### src/design/isa_pkg.sv
package isa_pkg;

        typedef enum logic [2:0] {
                PH_FETCH1 = 3'b000,
                PH_FETCH2 = 3'b001,
                PH_EXEC   = 3'b011,
                PH_FETCH0 = 3'b100,
                PH_XFER0  = 3'b101,
                PH_XFER1  = 3'b111
        } phase_t;

        typedef logic [7:0] opcode_t;
        typedef logic [3:0] reg_idx_t;
        typedef logic [7:0] imm_t;          // signed branch offset

        localparam int OPC_LSB = 8;
        localparam int DST_LSB = 4;
        localparam int SRC_LSB = 0;
        localparam int IMM_LSB = 0;

        localparam opcode_t OP_ADD  = 8'h00;
        localparam opcode_t OP_SUB  = 8'h01;
        localparam opcode_t OP_AND  = 8'h02;
        localparam opcode_t OP_CMP  = 8'h03;
        localparam opcode_t OP_XOR  = 8'h04;
        localparam opcode_t OP_TEST = 8'h05;
        localparam opcode_t OP_OR   = 8'h06;
        localparam opcode_t OP_MVRR = 8'h07;
        localparam opcode_t OP_DEC  = 8'h08;
        localparam opcode_t OP_INC  = 8'h09;
        localparam opcode_t OP_SHL  = 8'h0A;
        localparam opcode_t OP_SHR  = 8'h0B;
        localparam opcode_t OP_ADC  = 8'h0C;
        localparam opcode_t OP_SBB  = 8'h0D;
        localparam opcode_t OP_NOT  = 8'h0E;
        localparam opcode_t OP_DIV  = 8'h0F;
        localparam opcode_t OP_MUL  = 8'h10;
        localparam opcode_t OP_ROL  = 8'h11;
        localparam opcode_t OP_ROR  = 8'h12;    // last alu opcode

        localparam opcode_t OP_JMP  = 8'h40;
        localparam opcode_t OP_JS   = 8'h41;
        localparam opcode_t OP_JNS  = 8'h43;
        localparam opcode_t OP_JC   = 8'h44;
        localparam opcode_t OP_JNC  = 8'h45;
        localparam opcode_t OP_JZ   = 8'h46;
        localparam opcode_t OP_JNZ  = 8'h47;
        localparam opcode_t OP_STC  = 8'h78;
        localparam opcode_t OP_CLC  = 8'h7A;

        localparam opcode_t OP_JMPA = 8'h80;    // absolute jump, target in next word
        localparam opcode_t OP_MVRD = 8'h81;    // load immediate word
        localparam opcode_t OP_LD   = 8'h82;
        localparam opcode_t OP_ST   = 8'h83;

endpackage

### src/design/ctrl_pkg.sv
package ctrl_pkg;

        typedef enum logic [1:0] {
                WB_NONE = 2'b00,
                WB_REG  = 2'b01,
                WB_PC   = 2'b10
        } wb_sel_t;

        typedef enum logic [2:0] {
                IN_NONE = 3'd0,
                IN_SRC  = 3'd1,
                IN_DST  = 3'd2,
                IN_OFS  = 3'd3,
                IN_PC   = 3'd4,
                IN_MEM  = 3'd5
        } in_sel_t;

        typedef enum logic [1:0] {
                SST_ALU  = 2'b00,
                SST_SETC = 2'b01,
                SST_CLRC = 2'b10,
                SST_KEEP = 2'b11
        } sst_t;

        typedef enum logic [1:0] {
                SCI_ZERO = 2'b00,
                SCI_ONE  = 2'b01,
                SCI_FLAG = 2'b10        // carry in from c flag
        } sci_t;

        typedef enum logic [1:0] {
                REC_NONE  = 2'b00,
                REC_FETCH = 2'b01,
                REC_READ  = 2'b10,
                REC_DATA  = 2'b11
        } rec_t;

        typedef logic [3:0] alu_func_t;

        typedef struct packed {
                isa_pkg::reg_idx_t dest_reg;
                isa_pkg::reg_idx_t sour_reg;
                isa_pkg::imm_t     offset;
                sst_t              sst;
                sci_t              sci;
                rec_t              rec;
                alu_func_t         alu_func;
                in_sel_t           alu_in_sel;
                wb_sel_t           wb;
                logic              wr;          // active low
        } ctrl_word_t;

        localparam ctrl_word_t CTRL_IDLE = '{
                dest_reg:   '0,
                sour_reg:   '0,
                offset:     '0,
                sst:        SST_KEEP,
                sci:        SCI_ZERO,
                rec:        REC_NONE,
                alu_func:   '0,
                alu_in_sel: IN_NONE,
                wb:         WB_NONE,
                wr:         1'b1
        };

endpackage

### src/design/decode_if.sv
`timescale 1ns/100ps

interface decode_if (
        input logic clk,
        input logic arst_n
);
        import isa_pkg::*;

        phase_t   phase;
        logic     phase_ok;     // timer holds a known phase code
        opcode_t  opcode;
        reg_idx_t dest_f;
        reg_idx_t sour_f;
        imm_t     imm_f;

        modport src (
                input  clk,
                input  arst_n,
                output phase,
                output phase_ok,
                output opcode,
                output dest_f,
                output sour_f,
                output imm_f
        );

        modport dst (
                input phase,
                input phase_ok,
                input opcode,
                input dest_f,
                input sour_f,
                input imm_f
        );

endinterface

### src/design/alu_op_decode.sv
`timescale 1ns/100ps

module alu_op_decode (
        decode_if.dst               dec,
        output ctrl_pkg::ctrl_word_t word,
        output logic                hit
);
        import isa_pkg::*;
        import ctrl_pkg::*;

        assign hit = (dec.phase == PH_EXEC) && (dec.opcode <= OP_ROR);

        always_comb begin
                word.dest_reg   = dec.dest_f;
                word.sour_reg   = dec.sour_f;
                word.offset     = '0;
                word.rec        = REC_NONE;
                word.wr         = 1'b1;
                word.sst        = SST_ALU;
                word.sci        = SCI_ZERO;
                word.alu_in_sel = IN_NONE;
                word.wb         = WB_REG;

                case (dec.opcode)
                        OP_ADD:  word.alu_func = 4'h0;
                        OP_SUB:  word.alu_func = 4'h1;
                        OP_AND:  word.alu_func = 4'h2;
                        OP_CMP:  word.alu_func = 4'h1;  // sub, flags only
                        OP_XOR:  word.alu_func = 4'h4;
                        OP_TEST: word.alu_func = 4'h2;  // and, flags only
                        OP_OR:   word.alu_func = 4'h3;
                        OP_MVRR: word.alu_func = 4'h0;
                        OP_DEC:  word.alu_func = 4'h1;
                        OP_INC:  word.alu_func = 4'h0;
                        OP_SHL:  word.alu_func = 4'h5;
                        OP_SHR:  word.alu_func = 4'h6;
                        OP_ADC:  word.alu_func = 4'h0;
                        OP_SBB:  word.alu_func = 4'h1;
                        OP_NOT:  word.alu_func = 4'h7;
                        OP_DIV:  word.alu_func = 4'h8;
                        OP_MUL:  word.alu_func = 4'h9;
                        OP_ROL:  word.alu_func = 4'hA;
                        OP_ROR:  word.alu_func = 4'hB;
                        default: word.alu_func = 4'h0;
                endcase

                if (dec.opcode == OP_CMP || dec.opcode == OP_TEST)
                        word.wb = WB_NONE;

                if (dec.opcode == OP_MVRR) begin
                        word.alu_in_sel = IN_SRC;
                        word.sst        = SST_KEEP;     // plain move keeps flags
                end else if (dec.opcode inside {OP_DEC, OP_INC, OP_SHL, OP_SHR}) begin
                        word.alu_in_sel = IN_DST;       // single operand
                end

                if (dec.opcode == OP_DEC || dec.opcode == OP_INC)
                        word.sci = SCI_ONE;
                else if (dec.opcode >= OP_ADC)
                        word.sci = SCI_FLAG;
        end

endmodule

### src/design/branch_decode.sv
`timescale 1ns/100ps

module branch_decode (
        decode_if.dst               dec,
        input  logic                c,
        input  logic                z,
        input  logic                s,
        output ctrl_pkg::ctrl_word_t word,
        output logic                hit
);
        import isa_pkg::*;
        import ctrl_pkg::*;

        logic is_jump;
        logic taken;
        logic is_flag_op;

        always_comb begin
                is_jump = 1'b1;
                taken   = 1'b0;
                case (dec.opcode)
                        OP_JMP:  taken = 1'b1;
                        OP_JC:   taken = c;
                        OP_JNC:  taken = !c;
                        OP_JZ:   taken = z;
                        OP_JNZ:  taken = !z;
                        OP_JS:   taken = s;
                        OP_JNS:  taken = !s;
                        default: is_jump = 1'b0;
                endcase
        end

        assign is_flag_op = (dec.opcode == OP_STC) || (dec.opcode == OP_CLC);
        assign hit        = (dec.phase == PH_EXEC) && (is_jump || is_flag_op);

        always_comb begin
                word.dest_reg = '0;
                word.sour_reg = '0;
                word.offset   = dec.imm_f;
                word.alu_func = 4'h0;
                word.sci      = SCI_ZERO;
                word.rec      = REC_NONE;
                word.wr       = 1'b1;
                if (is_jump) begin
                        word.alu_in_sel = IN_OFS;       // pc + offset
                        word.sst        = SST_KEEP;
                        word.wb         = taken ? WB_PC : WB_NONE;
                end else begin
                        word.alu_in_sel = IN_NONE;
                        word.wb         = WB_NONE;
                        word.sst        = (dec.opcode == OP_STC) ? SST_SETC : SST_CLRC;
                end
        end

endmodule

### src/design/controller.sv
`timescale 1ns/100ps

module controller (
        input  logic        clk,
        input  logic        arst_n,
        input  logic [2:0]  timer,
        input  logic [15:0] instruction,
        input  logic        c,
        input  logic        z,
        input  logic        s,
        output logic [3:0]  dest_reg,
        output logic [3:0]  sour_reg,
        output logic [7:0]  offset,
        output logic [1:0]  sst,
        output logic [1:0]  sci,
        output logic [1:0]  rec,
        output logic [3:0]  alu_func,
        output logic [2:0]  alu_in_sel,
        output logic        en_reg,
        output logic        en_pc,
        output logic        wr
);
        import ctrl_pkg::*;

        ctrl_word_t alu_word;
        ctrl_word_t br_word;
        ctrl_word_t xf_word;
        ctrl_word_t q;
        logic       alu_hit;
        logic       br_hit;
        logic       xf_hit;

        decode_if dec (.clk(clk), .arst_n(arst_n));

        phase_decode u_phase (
                .timer       (timer),
                .instruction (instruction),
                .dec         (dec)
        );

        alu_op_decode u_alu (.dec(dec), .word(alu_word), .hit(alu_hit));

        branch_decode u_branch (
                .dec  (dec),
                .c    (c),
                .z    (z),
                .s    (s),
                .word (br_word),
                .hit  (br_hit)
        );

        transfer_decode u_xfer (.dec(dec), .word(xf_word), .hit(xf_hit));

        ctrl_select u_sel (
                .clk      (clk),
                .arst_n   (arst_n),
                .dec      (dec),
                .alu_word (alu_word),
                .alu_hit  (alu_hit),
                .br_word  (br_word),
                .br_hit   (br_hit),
                .xf_word  (xf_word),
                .xf_hit   (xf_hit),
                .q        (q)
        );

        assign dest_reg   = q.dest_reg;
        assign sour_reg   = q.sour_reg;
        assign offset     = q.offset;
        assign sst        = q.sst;
        assign sci        = q.sci;
        assign rec        = q.rec;
        assign alu_func   = q.alu_func;
        assign alu_in_sel = q.alu_in_sel;
        assign en_reg     = q.wb[0];    // write-back to register file
        assign en_pc      = q.wb[1];
        assign wr         = q.wr;

endmodule

### src/design/ctrl_select.sv
`timescale 1ns/100ps

module ctrl_select (
        input  logic                 clk,
        input  logic                 arst_n,
        decode_if.dst                dec,
        input  ctrl_pkg::ctrl_word_t alu_word,
        input  logic                 alu_hit,
        input  ctrl_pkg::ctrl_word_t br_word,
        input  logic                 br_hit,
        input  ctrl_pkg::ctrl_word_t xf_word,
        input  logic                 xf_hit,
        output ctrl_pkg::ctrl_word_t q
);
        import isa_pkg::*;
        import ctrl_pkg::*;

        ctrl_word_t nxt;
        logic       is_fetch;
        logic       load;

        always_comb begin
                is_fetch = 1'b1;
                nxt      = CTRL_IDLE;
                case (dec.phase)
                        PH_FETCH0: nxt = CTRL_IDLE;
                        PH_FETCH1: begin
                                nxt.sci        = SCI_ONE;       // pc increment
                                nxt.alu_in_sel = IN_PC;
                                nxt.wb         = WB_PC;
                                nxt.rec        = REC_FETCH;
                        end
                        PH_FETCH2: nxt.rec = REC_READ;
                        default: begin
                                is_fetch = 1'b0;
                                if (alu_hit)
                                        nxt = alu_word;
                                else if (br_hit)
                                        nxt = br_word;
                                else
                                        nxt = xf_word;
                        end
                endcase
        end

        assign load = dec.phase_ok && (is_fetch || alu_hit || br_hit || xf_hit);

        always_ff @(posedge clk or negedge arst_n) begin
                if (!arst_n)
                        q <= CTRL_IDLE;
                else if (load)
                        q <= nxt;       // otherwise hold last word
        end

        // decoders cover disjoint opcode and phase ranges
        single_hit: assert property (
                @(posedge clk) disable iff (!arst_n)
                $onehot0({alu_hit, br_hit, xf_hit})
        );

endmodule

### src/design/phase_decode.sv
`timescale 1ns/100ps

module phase_decode (
        input logic [2:0]  timer,
        input logic [15:0] instruction,
        decode_if.src      dec
);
        import isa_pkg::*;

        assign dec.phase = phase_t'(timer);

        always_comb begin
                case (timer)
                        PH_FETCH0,
                        PH_FETCH1,
                        PH_FETCH2,
                        PH_EXEC,
                        PH_XFER0,
                        PH_XFER1: dec.phase_ok = 1'b1;
                        default:  dec.phase_ok = 1'b0;  // 010, 110 unused
                endcase
        end

        assign dec.opcode = instruction[OPC_LSB +: $bits(opcode_t)];
        assign dec.dest_f = instruction[DST_LSB +: $bits(reg_idx_t)];
        assign dec.sour_f = instruction[SRC_LSB +: $bits(reg_idx_t)];
        assign dec.imm_f  = instruction[IMM_LSB +: $bits(imm_t)];

        // a stray X on timer would freeze the control word unnoticed
        phase_known: assert property (
                @(posedge dec.clk) disable iff (!dec.arst_n)
                !$isunknown(timer)
        );

endmodule

### src/design/transfer_decode.sv
`timescale 1ns/100ps

module transfer_decode (
        decode_if.dst               dec,
        output ctrl_pkg::ctrl_word_t word,
        output logic                hit
);
        import isa_pkg::*;
        import ctrl_pkg::*;

        logic is_xfer;

        assign is_xfer = dec.opcode inside {OP_JMPA, OP_MVRD, OP_LD, OP_ST};
        assign hit     = is_xfer && (dec.phase == PH_XFER0 || dec.phase == PH_XFER1);

        always_comb begin
                word.dest_reg   = dec.dest_f;
                word.sour_reg   = dec.sour_f;
                word.offset     = '0;
                word.sst        = SST_KEEP;
                word.alu_func   = 4'h0;
                word.sci        = SCI_ZERO;
                word.rec        = REC_NONE;
                word.wr         = 1'b1;
                word.alu_in_sel = IN_NONE;
                word.wb         = WB_NONE;

                if (dec.phase == PH_XFER0) begin
                        case (dec.opcode)
                                OP_JMPA, OP_MVRD: begin
                                        word.sci        = SCI_ONE;      // pc + 1 past operand
                                        word.alu_in_sel = IN_PC;
                                        word.wb         = WB_PC;
                                        word.rec        = REC_FETCH;
                                end
                                OP_LD: begin
                                        word.alu_in_sel = IN_SRC;       // address from source
                                        word.rec        = REC_DATA;
                                end
                                OP_ST: begin
                                        word.alu_in_sel = IN_DST;
                                        word.rec        = REC_DATA;
                                end
                                default: ;
                        endcase
                end else begin
                        case (dec.opcode)
                                OP_MVRD, OP_LD: begin
                                        word.alu_in_sel = IN_MEM;
                                        word.wb         = WB_REG;
                                end
                                OP_JMPA: begin
                                        word.alu_in_sel = IN_MEM;
                                        word.wb         = WB_PC;
                                end
                                OP_ST: begin
                                        word.alu_in_sel = IN_SRC;
                                        word.wr         = 1'b0;         // memory write strobe
                                end
                                default: ;
                        endcase
                end
        end

endmodule

### config.mk
export PLATFORM = sky130hd
export DESIGN_NAME = controller
export DESIGN_NICKNAME = d
export VERILOG_FILES = /design/src/design/isa_pkg.sv /design/src/design/ctrl_pkg.sv /design/src/design/decode_if.sv /design/src/design/alu_op_decode.sv /design/src/design/branch_decode.sv /design/src/design/controller.sv /design/src/design/ctrl_select.sv /design/src/design/phase_decode.sv /design/src/design/transfer_decode.sv
export SDC_FILE = /design/constraint.sdc
export NUM_CORES = 1
export LEC_CHECK = 0
export BUFFER_PORTS_ARGS = -buffer_cell sky130_fd_sc_hd__buf_2
export CAP_MARGIN = 15
export CORE_MARGIN = 2
export CORE_UTILIZATION = 48
export CTS_BUF_LIST = sky130_fd_sc_hd__clkbuf_8
export CTS_CLUSTER_SIZE = 30
export DETAILED_ROUTE_END_ITERATION = 10
export HOLD_SLACK_MARGIN = 0.03
export PLACE_DENSITY = 0.77
export SYNTH_ARGS = -nofsm -noshare
export SYNTH_HDL_FRONTEND = slang
export SYNTH_SLANG_ARGS = --single-unit
### constraint.sdc
create_clock -name clk -period 1 [get_ports clk]
set_clock_uncertainty 0.15 [all_clocks]
set_input_delay 0.1 -clock clk [delete_from_list [all_inputs] [get_ports clk]]
set_output_delay 0.1 -clock clk [all_outputs]
set_load 0.1 [all_outputs]
==> flow_metrics.py, run 1 <==
metrics = {
    "logic_synthesis": {
        "synthDistinctLibCells": 49,
        "post_synth_xor_area_fraction_pct": 0.463,
        "ys_seq_elements": 32,
        "syn_area_per_cell_sq_um": 9.96,
        "post_synth_inst_count": 190,
        "synth.mux.area_fraction_pct": 9.79,
        "synth.cell_area_sq_mm": 0.00189,
        "synth-seq-area-share_pct": 42.5,
        "synth_fa_ha_area_share_pct": 3.31,
        "synth_fp_nets": 219,
        "synth_ff_type": "dfrtp_1",
        "synth_compound_area_share_pct": 21.4,
        "synth.yosys.warnings": 0,
        "synth_edf_count": 0,
        "ys_async_sr_fraction_pct": 100,
        "synth_simple_gate_area_share_pct": 17.0,
        "synth_top_family_by_area": "compound AO/OA/AOI/OAI gates",
    },
    "clock_tree": {
        "numCtsBuffers": 5,
        "cts-root-to-sink-buffers": 2,
        "ctsRootBufferMaster": "clkbuf_8",
        "ctsHtreeMaxLevel": 2,
        "cts.sinks": 32,
    },
    "placed_design": {
        "numPortBuffers": 55,
        "placement.cell_area_sq_mm": 0.00315,
        "numPlacedInstances": 329,
        "routability_congestion": 0.952,
        "detailed_place_hpwl_um": 4800,
    },
    "floorplanning": {
        "die_width_um": 66.8,
        "rows": 22,
        "floorplan.io_pins": 56,
        "die_y_um": 66.8,
        "start_util_pct": 50.9,
    },
    "sta": {
        "worstEpCategory": "register input",
        "globalroute.repair_timing.worst_endpoint": "u_sel.q[4]$_DFFE_PN0P_/D",
    },
    "run_status": {
        "haltStage": "global routing (5_1_grt)",
        "error": "[ERROR DPL-0033] detailed placement checks failed during check placement.",
        "run_status": "stopped before the end",
    },
    "global_route": {
        "largest_net_degree_at_the_start_of_global_routing": 33,
        "antenna_violations_before_repair": 0,
    },
}
==> kinds of logic after synthesis <==
| logic type | after synthesis |
|---|---|
| compound gates | 52 |
| xor+xnor | 1 |
| fa+ha+maj | 5 |
| buf+inv | 21 |
| flops | 32 |
| mux | 18 |
| simple gates | 61 |
==> what timing repair did <==
| action | 4_1_cts |
|---|---|
| endpoints found under the setup margin | 64 |
| hold buffers | 1 |
| setup buffers | 10 |
| resized for setup | 34 |
| pin swaps | 8 |
| hold endpoints to repair | 32 |
| cloned | 1 |
==> synthesized netlist by cell type, types with 3 or more instances <==
cell type,number,area [sq um]
dfrtp_1,29,726
nor2_1,23,86.3
mux2i_1,14,140
nor2b_1,10,62.6
a22o_1,9,78.8
inv_1,7,26.3
nand2_1,7,26.3
o21ai_0,7,35.0
clkbuf_1,6,22.5
nor3_1,6,30.0
a21oi_1,5,25.0
ha_1,5,62.6
mux2_2,4,45.0
a2111oi_0,3,26.3
a211o_1,3,26.3
a31oi_1,3,18.8
buf_2,3,15.0
dfstp_2,3,78.8
nor4_1,3,18.8
o2bb2ai_1,3,26.3
==> per-stage QoR <==
stage	worst slack, ns	TNS (ns)
after CTS	-0.745	-27.72
after detailed placement	-1.22	-35.53
after global placement	-1.15	-33.28
after floorplan	-0.898	-25.12
==> run 2, diff against run 1 <==
CORE_UTILIZATION = 40   (was 48)
CTS_BUF_LIST = default   (was sky130_fd_sc_hd__clkbuf_8)
CTS_CLUSTER_SIZE = default   (was 30)
HOLD_SLACK_MARGIN = default   (was 0.03)
PLACE_DENSITY = default   (was 0.77)
PLACE_DENSITY_LB_ADDON = 0.15   (was default)
clock period = 1.3 ns   (was 1 ns; I/O delays follow)
==> run 2 against run 1 <==
The flow now finishes, with violations (negative setup slack). Synthesized area stayed put. Synthesized cell count is the same.
==> flow_metrics.py, run 2 <==
metrics = {
    "floorplanning": {
        "die_width_um": 72.8,
        "rows": 25,
        "core_sq_mm": 0.00463,
        "floorplan.io_pins": 56,
        "die_y_um": 72.8,
        "start_util_pct": 40.9,
        "die_area_sq_mm": 0.00530,
    },
    "logic_synthesis": {
        "synth_fp_nets": 219,
        "synthTopCellsByCount": "dfrtp_1, nor2_1, mux2i_1",
        "ys_top_cells_by_area": "dfrtp_1, mux2i_1, nor2_1",
        "synthDominantAreaCellType": "dfrtp_1",
        "synth.yosys.warnings": 0,
        "synth_edf_count": 0,
        "synthMostInstantiatedCell": "dfrtp_1",
        "synth_ff_type": "dfrtp_1",
        "synthDistinctLibCells": 49,
        "synth_top_cell_area_share_pct": 38.4,
        "post_synth_inst_count": 190,
        "synth.cell_area_sq_mm": 0.00189,
        "synth-seq-area-share_pct": 42.5,
        "ys_seq_elements": 32,
        "ys_async_sr_fraction_pct": 100,
        "syn_area_per_cell_sq_um": 9.96,
    },
    "critical_path": {
        "worst_r2r_src": "u_sel.q[14]",
        "setup.worst_path.end": "u_sel.q[1]",
        "timing.reg2reg.worst_path_depth": 3,
        "crit_path_max_fanout": 6,
        "worst-r2r-setup-slack_ns": 0.14,
        "setup.worst_path.class": "input port to flop",
        "crit_start": "instruction[10]",
        "critical_path_arrival_ns": 1.80,
        "setup.worst_path.end_class": "flop",
        "worstReg2RegEnd": "u_sel.q[14]",
        "worstPathRequired_ns": 1.31,
        "worst_setup_path_start_kind": "input port",
    },
    "sta": {
        "finalMaxSlewViolations": 0,
        "timing.fmax_mhz": 559,
        "final_critical_path_setup_slack_ns": -0.488,
        "setup_viol": 33,
        "tightestPinTransition_ns": 0.415,
        "rsz0062_at_grt": "true",
        "slew_headroom_pct": 72.0,
        "period_minus_slack_ns": 1.79,
        "timing.final.crit_share_pct": 138,
        "setup_total_negative_slack_ns": -12.83,
        "final_hold_vio_count": 0,
    },
    "pwr": {
        "cell_internal_pwr_mw": 2.16,
        "finalPower_mw": 3.37,
        "flop_pwr_share_pct": 33.5,
        "power.density_mw_per_mm2": 939,
        "power.clock.fraction_pct": 27.9,
        "sw_frac_of_total_pct": 35.9,
        "peak_supply_drop_mv": 1.07,
        "netSwitchingPower_mw": 1.21,
        "power_leakage_nw": 1.62,
        "comb_power_share_pct": 38.6,
    },
    "global_route": {
        "first_global_vias": 1989,
        "largest_net_degree_at_the_start_of_global_routing": 33,
        "antenna_violations_before_repair": 0,
        "grt_overflow_total": 0,
        "global_router_s_overall_resource_usage_pct": 24.5,
        "grt_pass1_wl_um": 9950,
    },
    "finish": {
        "layout-drive-gt1-share_pct": 52.0,
        "highest_count_cells_in_the_layout_ignoring_fill_and_taps": "buf_4, buf_12, dfrtp_1",
        "largest_register_ff_count": 32,
        "end_of_flow_core_utilization_pct": 77.5,
        "largest_registers": "u_sel.q: 32 flops",
        "layout.cells.non_filler": 352,
        "layout.nets": 326,
        "layout_commonest_cell": "buf_4",
        "num_antenna_cells": 0,
        "flow.area_growth_from_synthesis_pct": 89.6,
        "register_ranked_first_by_flip_flop_count": "u_sel.q",
    },
    "routing": {
        "drc": 0,
        "postRouteWirelength_um": 6420,
        "count_of_tritonroute_iterations_in_the_first_routing_pass": 4,
        "starting_drt_drc_count": 151,
        "route.detailed.wl_per_inst_um": 18.2,
        "postRouteAntennaNets": 0,
        "overall_via_count_from_detail_route": 1973,
        "vias_per_cell": 5.61,
    },
    "clock_tree": {
        "tritoncts_clock_tree": "yes",
        "ctsHtreeMaxLevel": 2,
        "numCtsBuffers": 5,
        "ctsRootBufferMaster": "clkbuf_8",
        "clkSlewWorstSetupHoldPaths_ns": 0.07,
        "cts-root-to-sink-buffers": 2,
        "insertion_delay_ns": 0.28,
        "cts.sinks": 32,
    },
    "run": {
        "max_cap_viol_count": 0,
    },
    "placed_design": {
        "detailed_place_hpwl_um": 4200,
        "numPortBuffers": 55,
        "numPlacedInstances": 325,
        "routability_congestion": 0.859,
    },
    "run_status": {
        "failed_checks": "negative setup slack",
        "run_status": "finished, violations left",
    },
    "hold_path": {
        "min-delay-path-class": "input port to flop",
        "worst_hold_path_cell_count": 3,
    },
}
==> run 2: cell counts after synthesis <==
Identical to the previous run, type by type.
==> run 2: routing by layer <==
metal  wire, um  track usage [%]  part of all wire [%]
met3        356             5.39                   5.5
met2       3190             40.3                    50
met5          0                0                     0
met4         83             5.97                   1.3
met1       2790             33.1                    44
==> run 2: cell type report <==
cell class | count | area (sq um)
Inverter | 7 | 41.3
Timing Repair Buffer | 113 | 1380
Clock inverter | 2 | 35.0
Multi-Input combinational cell | 138 | 1190
Tap cell | 54 | 67.6
Clock buffer | 6 | 72.6
Sequential cell | 32 | 805
Fill cell | 284 | 1040
==> run 2: power groups by stage <==
stage / Clock [mW] / Combinational (mW) / Sequential (mW)
floorplan: 0 / 0.262 / 1.53
global placement: 0 / 1.15 / 1.14
detailed placement: 0 / 1.16 / 1.14
CTS: 0.942 / 1.25 / 1.12
global route: 0.997 / 1.36 / 1.13
finish: 0.940 / 1.30 / 1.13
==> run 2: what timing repair did <==
action | CTS | global route
endpoints found under the hold margin | 29 | 0
pin swaps | 15 | 22
hold buffers | 1 | 0
resized for setup | 32 | 33
buffers inserted | 9 | 8
setup endpoints to repair | 33 | 35
cloned | 2 | 1
==> run 2: worst max-delay path, stage by stage <==
cell,delay (ns)
buf_12,0.11
buf_6,0.11
nand2b_4,0.13
or4_4,0.54
a21oi_4,0.25
buf_6,0.14
nor2_4,0.06
mux2_4,0.32
==> run 2: cell families after synthesis <==
kind of cell             after synthesis  synth area share, %
flip-flops                            32                 42.5
AO/OA/AOI/OAI                         52                 21.4
adder cells (fa/ha/maj)                5                 3.31
multiplexers                          18                 9.79
buffers and inverters                 21                 5.55
XOR/XNOR                               1                0.463
AND/OR/NAND/NOR                       61                 17.0
==> run 2: worst min path at each step <==
stage	startpoint	to	slack (ns)
floorplan	arst_n	u_sel.q[10]	-0.32
global placement	arst_n	u_sel.q[8]	0.01
detailed placement	arst_n	u_sel.q[4]	0.02
CTS	instruction[2]	u_sel.q[18]	0.09
global route	instruction[6]	u_sel.q[22]	0.12
finish	instruction[5]	u_sel.q[21]	0.10
==> run 2: metrics by stage <==
step                      hold slack (ns)  setup WS [ns]  instance area, sq um
after floorplan                    -0.316         -0.628                  2000
after global placement             0.0121          -1.19                  3050
after detailed placement           0.0239          -1.23                  3050
after CTS                          0.0876         -0.458                  3390
after global routing                0.125         -0.575                  3590
final                               0.100         -0.488                  3590
Power figures use the tool's default switching activity.
==> run 3, diff against run 2 <==
ABC_AREA = 1   (was default)
==> run 3 against run 2 <==
The flow still finishes with violations (negative setup slack). Die area is 4.3% higher. Highest routed layer unchanged. Utilization is 1.2 points lower. Sequential share of layout area is 0.23 points lower. Synthesized cell count is 44% higher. Power is 2.5% higher. Register-to-register slack better by 0.16 ns. Fmax is 24% higher.
==> flow_metrics.py, run 3 <==
metrics = {
    "clock_tree": {
        "insertion_delay_ns": 0.28,
        "clkSlewWorstSetupHoldPaths_ns": 0.06,
        "cts-root-to-sink-buffers": 2,
        "ctsRootBufferMaster": "clkbuf_8",
        "tritoncts_clock_tree": "yes",
        "numCtsBuffers": 5,
        "cts.sinks": 32,
        "ctsHtreeMaxLevel": 2,
    },
    "routing": {
        "vias_per_cell": 4.86,
        "drc": 0,
        "starting_drt_drc_count": 105,
        "overall_via_count_from_detail_route": 2266,
        "postRouteWirelength_um": 6210,
        "count_of_tritonroute_iterations_in_the_first_routing_pass": 4,
        "postRouteAntennaNets": 0,
        "route.detailed.wl_per_inst_um": 13.3,
    },
    "critical_path": {
        "crit_path_max_incr_delay_ns": 0.25,
        "worstReg2RegEnd": "u_sel.q[14]",
        "critical_path_arrival_ns": 1.47,
        "setup.worst_path.end_class": "flop",
        "worstPathRequired_ns": 1.32,
        "worst_r2r_src": "u_sel.q[14]",
        "worst_setup_path_start_kind": "input port",
        "worst-r2r-setup-slack_ns": 0.30,
        "timing.reg2reg.worst_path_depth": 3,
        "crit_path_max_fanout": 9,
        "worstPathCellList": "buf_12, ha_4, buf_4, o211ai_1, nand2_2, nand2_2, nand3_4, buf_12, inv_8, o21ai_1",
        "cpMaxStageDelayCell": "o211ai_1",
        "setup.worst_path.class": "input port to flop",
    },
    "finish": {
        "layout.nets": 427,
        "layout.cells.non_filler": 466,
        "highest_count_cells_in_the_layout_ignoring_fill_and_taps": "nand2_1, buf_4, buf_12",
        "layout_commonest_cell": "nand2_1",
        "largest_register_ff_count": 32,
        "register_ranked_first_by_flip_flop_count": "u_sel.q",
        "flow.area_growth_from_synthesis_pct": 83.2,
        "final_cell_area_sq_mm": 0.00362,
        "num_antenna_cells": 0,
        "largest_registers": "u_sel.q: 32 flops",
        "layout-drive-gt1-share_pct": 41.1,
    },
    "logic_synthesis": {
        "synth-seq-area-share_pct": 40.7,
        "synth.yosys.warnings": 0,
        "ys_top_cells_by_area": "dfrtp_1, nand2_1, nand3_1",
        "synth_ff_type": "dfrtp_1",
        "synthDistinctLibCells": 31,
        "synth_edf_count": 0,
        "syn_area_per_cell_sq_um": 7.22,
        "ys_async_sr_fraction_pct": 100,
        "post_synth_inst_count": 274,
        "synthMostInstantiatedCell": "nand2_1",
        "ys_seq_elements": 32,
        "synth_top_cell_area_share_pct": 36.7,
        "synth_fp_nets": 303,
        "synthDominantAreaCellType": "dfrtp_1",
        "synth.cell_area_sq_mm": 0.00198,
        "synthTopCellsByCount": "nand2_1, dfrtp_1, inv_1",
    },
    "floorplanning": {
        "die_area_sq_mm": 0.00552,
        "die_y_um": 74.3,
        "floorplan.io_pins": 56,
        "start_util_pct": 41.6,
        "rows": 25,
        "core_sq_mm": 0.00475,
        "die_width_um": 74.3,
    },
    "pwr": {
        "peak_supply_drop_mv": 0.541,
        "power.clock.fraction_pct": 30.2,
        "power.density_mw_per_mm2": 953,
        "flop_pwr_share_pct": 32.8,
        "netSwitchingPower_mw": 1.23,
        "sw_frac_of_total_pct": 35.5,
        "power_leakage_nw": 1.87,
        "cell_internal_pwr_mw": 2.23,
        "comb_power_share_pct": 37.0,
    },
    "hold_path": {
        "min-delay-start": "timer[1]",
        "worst_hold_path_cell_count": 4,
        "min-delay-path-class": "input port to flop",
        "hold-path-endpoint": "u_sel.q[11]",
    },
    "placed_design": {
        "numPortBuffers": 55,
        "numPlacedInstances": 439,
        "preCtsSetupSlack_ns": -0.590,
        "routability_congestion": 0.988,
        "placement.cell_area_sq_mm": 0.00315,
        "detailed_place_hpwl_um": 4500,
    },
    "sta": {
        "final_critical_path_setup_slack_ns": -0.143,
        "tightestPinTransition_ns": 0.433,
        "final_hold_vio_count": 0,
        "rsz0062_at_grt": "true",
        "timing.fmax_mhz": 693,
        "slew_headroom_pct": 70.8,
        "setup_viol": 34,
        "timing.final.crit_share_pct": 111,
        "finalMaxSlewViolations": 0,
        "period_minus_slack_ns": 1.44,
    },
    "global_route": {
        "largest_net_degree_at_the_start_of_global_routing": 33,
        "global_router_s_overall_resource_usage_pct": 24.4,
        "antenna_violations_before_repair": 0,
        "grt_overflow_total": 0,
        "grt_pass1_wl_um": 10200,
        "first_global_vias": 2254,
    },
    "run_status": {
        "run_status": "finished, violations left",
        "failed_checks": "negative setup slack",
    },
    "run": {
        "max_cap_viol_count": 0,
    },
}
-- run 3: per-layer routing --
layer | wire, um | GRT usage (%) | up-vias
met2 | 3260 | 45.5 | 67
met3 | 222 | 3.93 | 8
met4 | 124 | 8.53 | 0
met1 | 2600 | 28.0 | 1062
met5 | 0 | 0 | -
li1 | - | - | 1129
-- run 3: area by class of cell --
type / count / area [sq um]
Multi-Input combinational cell: 206 / 1100
Inverter: 31 / 143
Clock buffer: 7 / 96.3
Fill cell: 346 / 1130
Tap cell: 67 / 83.8
Sequential cell: 32 / 805
Clock inverter: 1 / 30.0
Timing Repair Buffer: 118 / 1320
Timing Repair inverter: 4 / 47.5
-- run 3: stage by stage --
stage	TNS [ns]	power [mW]	utilization, %	hold slack (ns)
global route	-6.57	3.58	76.2	0.108
CTS	-2.33	3.44	75.2	0.0504
global placement	-17.49	2.30	66.2	0.0182
finish	-3.80	3.45	76.2	0.0544
detailed placement	-18.02	2.30	66.2	0.0216
floorplan	-7.68	1.80	-	-0.316
-- run 3: worst max-delay path, delay by kind of cell --
family | cells | cell delay (ns)
AO/OA/AOI/OAI | 2 | 0.31
adder cells (fa/ha/maj) | 1 | 0.16
AND/OR/NAND/NOR | 3 | 0.31
buffers and inverters | 4 | 0.54
-- run 3: how the worst max path moves through the flow --
stage	slack, ns	depth (start not counted)	end	start
after floorplan	-0.29	12	u_sel.q[12]	instruction[8]
after global placement	-0.58	12	u_sel.q[20]	instruction[8]
after detailed placement	-0.59	12	u_sel.q[11]	instruction[8]
after CTS	-0.1	13	u_sel.q[12]	instruction[8]
after global routing	-0.24	13	u_sel.q[30]	instruction[9]
final	-0.14	10	u_sel.q[29]	instruction[9]
-- run 3: cells by family (layout without fill, tap and decap cells) --
logic type / Yosys count / in the layout / synth area share, %
and+or+nand+nor: 161 / 161 / 34.8
AOI/OAI and AO/OA: 40 / 40 / 12.5
buffers and inverters: 36 / 161 / 8.92
DFF: 32 / 32 / 40.7
adders and majority gates: 5 / 5 / 3.16
-- run 3: timing repair --
action                                  4_1_cts  5_1_grt
resized for setup                            38        8
buffers inserted                              5        1
endpoints found under the hold margin        44        0
gates cloned                                  3        1
endpoints found under the setup margin       34       35
pin swaps                                    15       10
hold buffers                                  9        0
-- run 3: power groups by stage --
stage,Sequential (mW),Clock [mW],Combinational (mW)
after floorplan,1.56,0,0.239
after global placement,1.15,0,1.15
after detailed placement,1.15,0,1.16
after CTS,1.13,1.05,1.26
after global routing,1.14,1.10,1.34
final,1.13,1.04,1.28
==> run 4, diff against run 3 <==
TNS_END_PERCENT = 50   (was default)
==> run 4 against run 3 <==
The flow still finishes with violations (negative setup slack). Via count is 6.2% higher. Combinational power is 6% higher. Power is 4.5% lower. Clock power is 23% lower. Routed wire length is 18% higher. Fmax is 3.1% lower. Sequential power hardly changed. Non-clock buffer count is 10 higher. Die area stayed put. Setup slack worse by 0.046 ns. Register-to-register slack better by 0.09 ns. Critical endpoint is now u_sel.q[12].
==> flow_metrics.py, run 4 (synthesized netlist as in run 3, its figures left out) <==
metrics = {
    "run_status": {
        "run_status": "finished, violations left",
        "failed_checks": "negative setup slack",
    },
    "hold_path": {
        "min-delay-path-class": "input port to flop",
    },
    "routing": {
        "top_layer_used": "met4",
        "postRouteWirelength_um": 7330,
        "detailed_route_wirelength_on_metal3_um": 259,
        "overall_via_count_from_detail_route": 2406,
        "drt-met1-wl_um": 2740,
        "count_of_tritonroute_iterations_in_the_first_routing_pass": 4,
        "route.detailed.wl_per_inst_um": 15.3,
        "starting_drt_drc_count": 203,
        "vias_per_cell": 5.03,
        "met2_length_um": 4130,
        "drc": 0,
        "postRouteAntennaNets": 0,
    },
    "global_route": {
        "grt_overflow_total": 0,
        "antenna_violations_before_repair": 0,
        "grt_pass1_wl_um": 11100,
        "largest_net_degree_at_the_start_of_global_routing": 33,
        "global_router_s_overall_resource_usage_pct": 26.6,
        "first_global_vias": 2384,
    },
    "clock_tree": {
        "tritoncts_clock_tree": "yes",
        "numCtsBuffers": 5,
        "cts-root-to-sink-buffers": 2,
        "cts.sinks": 32,
        "insertion_delay_ns": 0.28,
        "clkSlewWorstSetupHoldPaths_ns": 0.06,
        "ctsHtreeMaxLevel": 2,
        "ctsRootBufferMaster": "clkbuf_8",
    },
    "placed_design": {
        "placement.cell_area_sq_mm": 0.00313,
        "detailed_place_hpwl_um": 4580,
        "numPortBuffers": 55,
        "preCtsSetupSlack_ns": -0.564,
        "routability_congestion": 0.964,
    },
    "critical_path": {
        "cpMaxStageDelayCell": "buf_12",
        "critical_path_arrival_ns": 1.49,
        "worstPathCellList": "buf_12, inv_8, ha_4, inv_2, nor2_4, o21ai_4, nand2_2, nand2_2, nand3_4, buf_12, clkinv_8, nand2_2, nand4_1",
        "setup.worst_path.class": "input port to flop",
        "critPathMostFrequentCell": "nand2_2",
        "worst_setup_path_start_kind": "input port",
        "worstPathRequired_ns": 1.30,
        "setup.worst_path.end_class": "flop",
        "crit_path_max_incr_delay_ns": 0.22,
        "crit_path_max_fanout": 7,
    },
    "sta": {
        "tightestPinTransition_ns": 0.431,
        "setup_total_negative_slack_ns": -4.60,
        "final_hold_vio_count": 0,
        "final.hold.worst_slack_ns": 0.0477,
        "setup_viol": 35,
        "rsz0062_at_grt": "true",
        "timing.final.crit_share_pct": 114,
        "timing.fmax_mhz": 672,
        "slew_headroom_pct": 71.0,
        "final_critical_path_setup_slack_ns": -0.188,
        "finalMaxSlewViolations": 0,
        "period_minus_slack_ns": 1.49,
    },
    "pwr": {
        "sw_frac_of_total_pct": 39.0,
        "power.density_mw_per_mm2": 856,
        "netSwitchingPower_mw": 1.29,
        "power_leakage_nw": 1.95,
        "peak_supply_drop_mv": 0.421,
        "cell_internal_pwr_mw": 2.01,
        "comb_power_share_pct": 41.2,
        "power.clock.fraction_pct": 24.3,
        "flop_pwr_share_pct": 34.5,
    },
    "finish": {
        "layout.nets": 439,
        "layout-drive-gt1-share_pct": 50.4,
        "final_cell_area_sq_mm": 0.00386,
        "largest_register_ff_count": 32,
        "footprint_of_the_multi_input_gates_sq_mm": 0.00124,
        "flow.area_growth_from_synthesis_pct": 95.0,
        "highest_count_cells_in_the_layout_ignoring_fill_and_taps": "nand2_1, buf_4, buf_12",
        "layout.area.seq_sq_um": 805,
        "num_antenna_cells": 0,
        "final.fill_count": 303,
        "layout_commonest_cell": "nand2_1",
        "largest_registers": "u_sel.q: 32 flops",
        "end_of_flow_core_utilization_pct": 81.1,
        "register_ranked_first_by_flip_flop_count": "u_sel.q",
    },
    "floorplanning": {
        "die_area_sq_mm": 0.00552,
        "die_width_um": 74.3,
        "rows": 25,
        "core_sq_mm": 0.00475,
        "die_y_um": 74.3,
        "start_util_pct": 41.6,
        "floorplan.io_pins": 56,
    },
    "run": {
        "max_cap_viol_count": 0,
    },
}
==> run 4: worst paths after layout <==
check,start,endpoint,slack (ns),cells after the start
worst max-delay path,instruction[8],u_sel.q[12],-0.19,13
worst min-delay path,timer[1],u_sel.q[11],0.05,4
worst max register to register,u_sel.q[14],u_sel.q[14],0.39,2
worst min register to register,u_sel.q[0],u_sel.q[0],0.36,2
max in group asynchronous,arst_n,u_sel.q[15],0.44,3
min in group asynchronous,arst_n,u_sel.q[22],0.23,3
==> run 4: critical path, delay by kind of cell <==
| kind | cells | cell delay [ns] |
|---|---|---|
| fa+ha+maj | 1 | 0.17 |
| compound gates | 1 | 0.07 |
| buf+inv | 5 | 0.55 |
| simple gates | 6 | 0.56 |
==> run 4: area by class of cell <==
class,count,area share (%)
Multi-Input combinational cell,206,32.0
Sequential cell,32,20.9
Inverter,31,4.02
Timing Repair inverter,6,2.24
Timing Repair Buffer,128,36.3
Tap cell,67,2.17
Clock buffer,8,2.34
==> run 4: timing repair <==
| item | 4_1_cts | 5_1_grt |
|---|---|---|
| hold endpoints to repair | 45 | 0 |
| pin swaps | 16 | 24 |
| setup buffers | 11 | 7 |
| endpoints found under the setup margin | 35 | 35 |
| gates resized for setup | 37 | 62 |
| hold buffers | 9 | 0 |
| gates cloned | 2 | 4 |
==> run 4: routing by layer <==
metal	global-route usage, %	vias to the layer above
li1	-	1152
met1	28.8	1154
met2	51.4	82
met3	3.79	18
met4	10.7	0
met5	0	-
==> run 4: power by group through the flow <==
stage,Clock [mW],Combinational [mW],Sequential [mW]
after floorplan,0,0.239,1.56
after global placement,0,1.14,1.15
after detailed placement,0,1.15,1.15
after CTS,0.792,1.25,1.13
after global routing,0.857,1.42,1.15
final,0.802,1.36,1.14
==> run 4: stage by stage <==
step	instances	power, mW
after floorplan	274	1.80
after global placement	437	2.29
after detailed placement	437	2.30
after CTS	467	3.18
after global routing	478	3.42
final	478	3.30
